==> src/logic/fpu_pkg.sv <==
package fpu_pkg;

    // ~~~~~~~~~~~~~~~~~~~~~~~~~~~~~~~~~~~~~~~~~~~~~~~
    // unit dimensions
    // ~~~~~~~~~~~~~~~~~~~~~~~~~~~~~~~~~~~~~~~~~~~~~~~
    localparam int lanes          = 4;
    localparam int tag_w          = 4;
    localparam int addmul_latency = 2;  // register stages in each lane datapath

    typedef enum logic [1:0] {
        op_add = 2'd0,
        op_sub = 2'd1,
        op_mul = 2'd2
    } fp_op_t;

    // ~~~~~~~~~~~~~~~~~~~~~~~~~~~~~~~~~~~~~~~~~~~~~~~
    // float word
    // ~~~~~~~~~~~~~~~~~~~~~~~~~~~~~~~~~~~~~~~~~~~~~~~
    typedef struct packed {
        logic        sign;
        logic [7:0]  exponent;
        logic [22:0] mantissa;
    } fp32_fields_t;

    // the arithmetic blocks look at fields, everything else just moves raw words
    typedef union packed {
        logic [31:0]  raw;
        fp32_fields_t fields;
    } fp32_t;

    // ~~~~~~~~~~~~~~~~~~~~~~~~~~~~~~~~~~~~~~~~~~~~~~~
    // channel payloads
    // ~~~~~~~~~~~~~~~~~~~~~~~~~~~~~~~~~~~~~~~~~~~~~~~
    typedef struct packed {
        logic [tag_w-1:0]  tag;
        fp_op_t            op;
        fp32_t [lanes-1:0] dataa;
        fp32_t [lanes-1:0] datab;
    } fpu_req_t;

    typedef struct packed {
        logic [tag_w-1:0]  tag;
        fp32_t [lanes-1:0] result;
    } fpu_rsp_t;

    // rides along the datapath so the result mux knows what it is looking at
    typedef struct packed {
        logic [tag_w-1:0] tag;
        fp_op_t           op;
    } fpu_ctrl_t;

endpackage

==> src/logic/rsp_skid_buffer.sv <==
`timescale 1ns/1ps

module rsp_skid_buffer (
    input  logic              clk,
    input  logic              rst_n,
    input  logic              in_valid,
    output logic              in_ready,
    input  fpu_pkg::fpu_rsp_t in,
    output logic              out_valid,
    input  logic              out_ready,
    output fpu_pkg::fpu_rsp_t out
);

    fpu_pkg::fpu_rsp_t entry_q [2];
    logic              wr_ptr_q;
    logic              rd_ptr_q;
    logic [1:0]        count_q;
    logic              push;
    logic              pop;

    // both flags decode the count register only, so rsp_ready never reaches req_ready
    assign in_ready  = (count_q != 2'd2);
    assign out_valid = (count_q != 2'd0);
    assign out       = entry_q[rd_ptr_q];

    assign push = in_valid && in_ready;
    assign pop  = out_valid && out_ready;

    always_ff @(posedge clk) begin
        if (!rst_n) begin
            wr_ptr_q <= 1'b0;
            rd_ptr_q <= 1'b0;
            count_q  <= 2'd0;
        end else begin
            if (push)
                wr_ptr_q <= !wr_ptr_q;
            if (pop)
                rd_ptr_q <= !rd_ptr_q;
            count_q <= count_q + {1'b0, push} - {1'b0, pop};
        end
    end

    always_ff @(posedge clk) begin
        if (push)
            entry_q[wr_ptr_q] <= in;
    end

    a_out_stable: assert property (
        @(posedge clk) disable iff (!rst_n) out_valid && !out_ready |=> out_valid && $stable(out)
    );

    a_count_range: assert property (@(posedge clk) disable iff (!rst_n) count_q <= 2'd2);

endmodule

==> config.mk <==
export PLATFORM = sky130hd
export DESIGN_NAME = rsp_skid_buffer
export DESIGN_NICKNAME = d
export VERILOG_FILES = /design/src/logic/fpu_pkg.sv /design/src/logic/rsp_skid_buffer.sv
export SDC_FILE = /design/constraint.sdc
export NUM_CORES = 1
export LEC_CHECK = 0
export ABC_AREA = 1
export BUFFER_PORTS_ARGS = -buffer_cell sky130_fd_sc_hd__buf_2
export CAP_MARGIN = 20
export CORE_UTILIZATION = 52
export DETAILED_ROUTE_END_ITERATION = 8
export GPL_TIMING_DRIVEN = 0
export PLACE_DENSITY = 0.79
export SLEW_MARGIN = 25
export SYNTH_ARGS = -nofsm -noshare
export SYNTH_HDL_FRONTEND = slang
export SYNTH_SLANG_ARGS = --single-unit
==> constraint.sdc <==
create_clock -name clk -period 11.5 [get_ports clk]
set_input_delay 2.875 -clock clk [delete_from_list [all_inputs] [get_ports clk]]
set_output_delay 2.875 -clock clk [all_outputs]
set_load 0.01 [all_outputs]
==> results.md <==
STA:
- The slew at the pin with the worst max-slew slack is 620.1 ps.
- The routed design could run at a clock period as short as 4712 ps.
- Static timing analysis puts the maximum clock frequency at 0.2122 GHz.
- Setup violations remaining at the end of the flow were counted as 0.
- Of the available clock period, the critical path in the final layout requires 40.97%.
- The total negative slack for setup checks is 0 ps.
- The post-route clock skew is 9.711 ps.
- The worst slew margin relative to its limit is 58.56%.
- The number of slew-limit violations in the final report is 0.
- Setup repair after global routing left no endpoint under its margin.
- The count of endpoints failing hold in the final timing report is 0.

Power and ir drop:
- In this run, the clock network consumes 31.1% of the power.
- In this run the power density over the cells is 225.9 mW/mm2.
- The worst voltage drop across the vdd grid is 0.1637 mV.
- The internal portion of the total power is 2.188 mW.
- The reported net switching power is 0.7635 mW.
- The combinational share of power is 25.6%.
- Of the total power, registers draw 43.3%.
- The power after layout is 2.951 mW.
- The switching power as a share of total power is 25.87%.
- For this design the static power due to leakage is 5.112 nW.

CTS:
- The setup fix buffers added after clock tree synthesis is 0.
- TritonCTS built the clock tree.
- The number of hold buffers added after CTS was 0.
- The clock reaches the later pin of the worst-skew pair after 530 ps.
- CTS built an H-tree with a depth of 1.
- Gates resized during post-CTS repair numbered 0.
- The clock-pin slew of the registers on the worst-case setup and hold paths is 60 ps.
- The clock net in this run drives a total of 269 sinks.
- The total clock buffers created by CTS is 28.
- In this run the clock root is driven by a sky130_fd_sc_hd__clkbuf_16.
- The clock tree buffer depth is 3.

Final layout:
- The area growth from synthesis to layout is 29.50%.
- The library cells used most frequently in the layout, excluding fill and tap cells, are 274 x sky130_fd_sc_hd__buf_2, 264 x sky130_fd_sc_hd__edfxtp_1, 80 x sky130_fd_sc_hd__mux2_4.
- Once layout is done, the placed cells without fillers occupy 0.01307 mm2.
- The net total in the final layout is 895.
- Fill cells in the final layout number 1185.
- The post-route netlist has 60.64% of its cells at a drive strength greater than 1.
- Leaving out fill and tap cells, the most frequent cell in the layout is sky130_fd_sc_hd__buf_2.

Detailed routing:
- The routed wire length is 19310 um.
- The length of the first detailed-routing pass in iterations is 4.
- The via density per instance is 4.967.
- The DRC marker count from the first detailed-route iteration is 180.
- The average wire length per cell after detail routing is 18.53 um.
- Across all layers, the routed design uses 5176 vias.
- The remaining number of nets flagged by the antenna check after routing is 0.
- The number of DRC violations after detailed routing is 0.

Synth:
- The mapped cell area is 0.01009 mm2.
- The average footprint of a synthesized cell is 22.57 um2.
- The number of nets in the synthesized netlist is 584.
- The share of the Yosys chip area taken by registers is 79.57%.
- The number of cells produced by synthesis is 447.
- The number of unique standard cell types used by synthesis is 14.
- The number of synthesis warnings is 0.
- The total of flip-flops plus latches after synthesis is 269.

Place:
- The placed wire-length estimate after detailed placement is 13350 um.
- At the end of routability-driven placement, the weighted congestion stood at 0.7362.
- The count of buffers added on input and output ports is 269.
- The placed cell area is 0.01209 mm2.

GRT:
- The global-route wire length before repair is 28860 um.
- The number of global-route vias before repair is 5548.
- Entering global routing, the biggest net connects 27 pins.
- The initial antenna violation count is 3.
- The global routing usage summed across all routing layers is 19.07%.
- The final global-route overflow total is 0.

Setup path:
- For the worst setup path, the data required time is 8630 ps.
- STA classifies the critical path startpoint as a flip-flop.
- STA classifies the critical path endpoint as an output pin.
- Data on the critical path arrives at its endpoint at 1840 ps.
- The largest fanout of any net on the critical path is 10.
- By startpoint and endpoint, the worst setup path is classified as flip-flop to output pin.

Floorplanning:
- The overall die width is 141.3 um.
- In this run the count of I/O pins placed on the die edge is 270.
- In this run the core area contains 50 standard-cell rows.
- The floorplan step defined a core boundary enclosing 0.01883 mm2.
- The die outline height is 141.3 um.
- The area enclosed by the die boundary is 0.01996 mm2.
- For this configuration, the core starts out at a cell density of 53.57%.

Run:
- Across the run, the number of max-cap violations was 0.

Outcome:
- The run finished with clean final reports.

Hold path:
- The worst hold path belongs to the class flip-flop to flip-flop.
[per-layer routing]
| metal | up-vias | part of all wire [%] | GRT usage (%) |
|---|---|---|---|
| met5 | - | 0 | 0 |
| met4 | 0 | 2.0 | 5.435 |
| met3 | 33 | 11 | 7.189 |
| met2 | 250 | 51 | 34.21 |
| met1 | 2503 | 37 | 21.09 |
| li1 | 2390 | - | - |
[Yosys cell counts]
master	instances	area (um2)
sky130_fd_sc_hd__nand2_1	11	41.29
sky130_fd_sc_hd__buf_2	5	25.02
sky130_fd_sc_hd__nand3_1	1	5.000
sky130_fd_sc_hd__nor2_1	9	33.78
sky130_fd_sc_hd__ha_1	1	12.51
sky130_fd_sc_hd__xnor2_1	1	8.760
sky130_fd_sc_hd__dfxtp_1	5	100.1
sky130_fd_sc_hd__buf_8	1	15.01
sky130_fd_sc_hd__a21oi_1	1	5.000
sky130_fd_sc_hd__inv_1	7	26.28
sky130_fd_sc_hd__mux2_4	80	1201
sky130_fd_sc_hd__buf_6	9	101.4
sky130_fd_sc_hd__edfxtp_1	264	7928
sky130_fd_sc_hd__mux2_2	52	585.6
[cell families (layout without fill, tap and decap cells)]
logic type               after synthesis  in the layout  synth area share, %
AND/OR/NAND/NOR                       21             21               0.7937
buffers and inverters                 22            355                1.662
other                                  0              2                    0
adder cells (fa/ha/maj)                1              1               0.1240
flip-flops                           269            269                79.57
AO/OA/AOI/OAI                          1              1              0.04956
multiplexers                         132            132                17.71
XOR/XNOR                               1              1              0.08683
[metrics by stage]
stage | cells | worst slack (ps) | hold slack [ps] | util [%]
after global routing | 1041 | 6715 | 586.7 | 69.37
after floorplan | 447 | 2341 | 466.9 | -
after detailed placement | 988 | 6782 | 519.0 | 64.21
final | 1042 | 6788 | 541.9 | 69.38
after CTS | 1040 | 6726 | 550.0 | 69.36
after global placement | 976 | -128.0 | 483.0 | 62.45
[power by group through the flow]
stage | Combinational (mW) | Clock [mW] | Sequential (mW)
after floorplan | 0.460 | 0 | 1.32
after global placement | 0.684 | 0 | 1.34
after detailed placement | 0.758 | 0 | 1.30
after CTS | 0.766 | 0.936 | 1.28
after global routing | 0.809 | 0.972 | 1.29
final | 0.756 | 0.917 | 1.28
[critical path: stages (launching register included)]
cell                      delay (ps)
sky130_fd_sc_hd__dfxtp_1         330
sky130_fd_sc_hd__buf_6           130
sky130_fd_sc_hd__buf_8           170
sky130_fd_sc_hd__buf_6           210
sky130_fd_sc_hd__mux2_4          310
sky130_fd_sc_hd__buf_2           150
[registers in the layout (all words and copies together), names as in the netlist, named ones only]
| register | cells |
|---|---|
| count_q | 2 |
| entry_q | 264 |
| rd_ptr_q | 1 |
| wr_ptr_q | 1 |
[final cells by class]
class,instances,area [um2],share of cell area [%]
multi-input combinational,156,1908,14.60
timing repair buffer,281,1662,12.72
sequential,269,8028,61.44
inverter,7,26.28,0.2011
clock inverter,15,195.2,1.494
buffer,15,141.4,1.082
clock buffer,37,774.5,5.928
tap,260,325.3,2.490
antenna,2,5.005,0.03831
[path summary, 6_finish.rpt]
| kind | slack, ps | from | endpoint | cells past startpoint |
|---|---|---|---|---|
| hold reg to reg | 540 | rd_ptr_q | rd_ptr_q | 2 |
| setup reg to reg | 9250 | count_q[0] | entry_q[0][74] | 7 |
| setup / recovery | 6790 | flip-flop | out[67] | 5 |
| hold / removal | 540 | rd_ptr_q | rd_ptr_q | 2 |
Note: power is estimated with default switching activity, not from simulation.
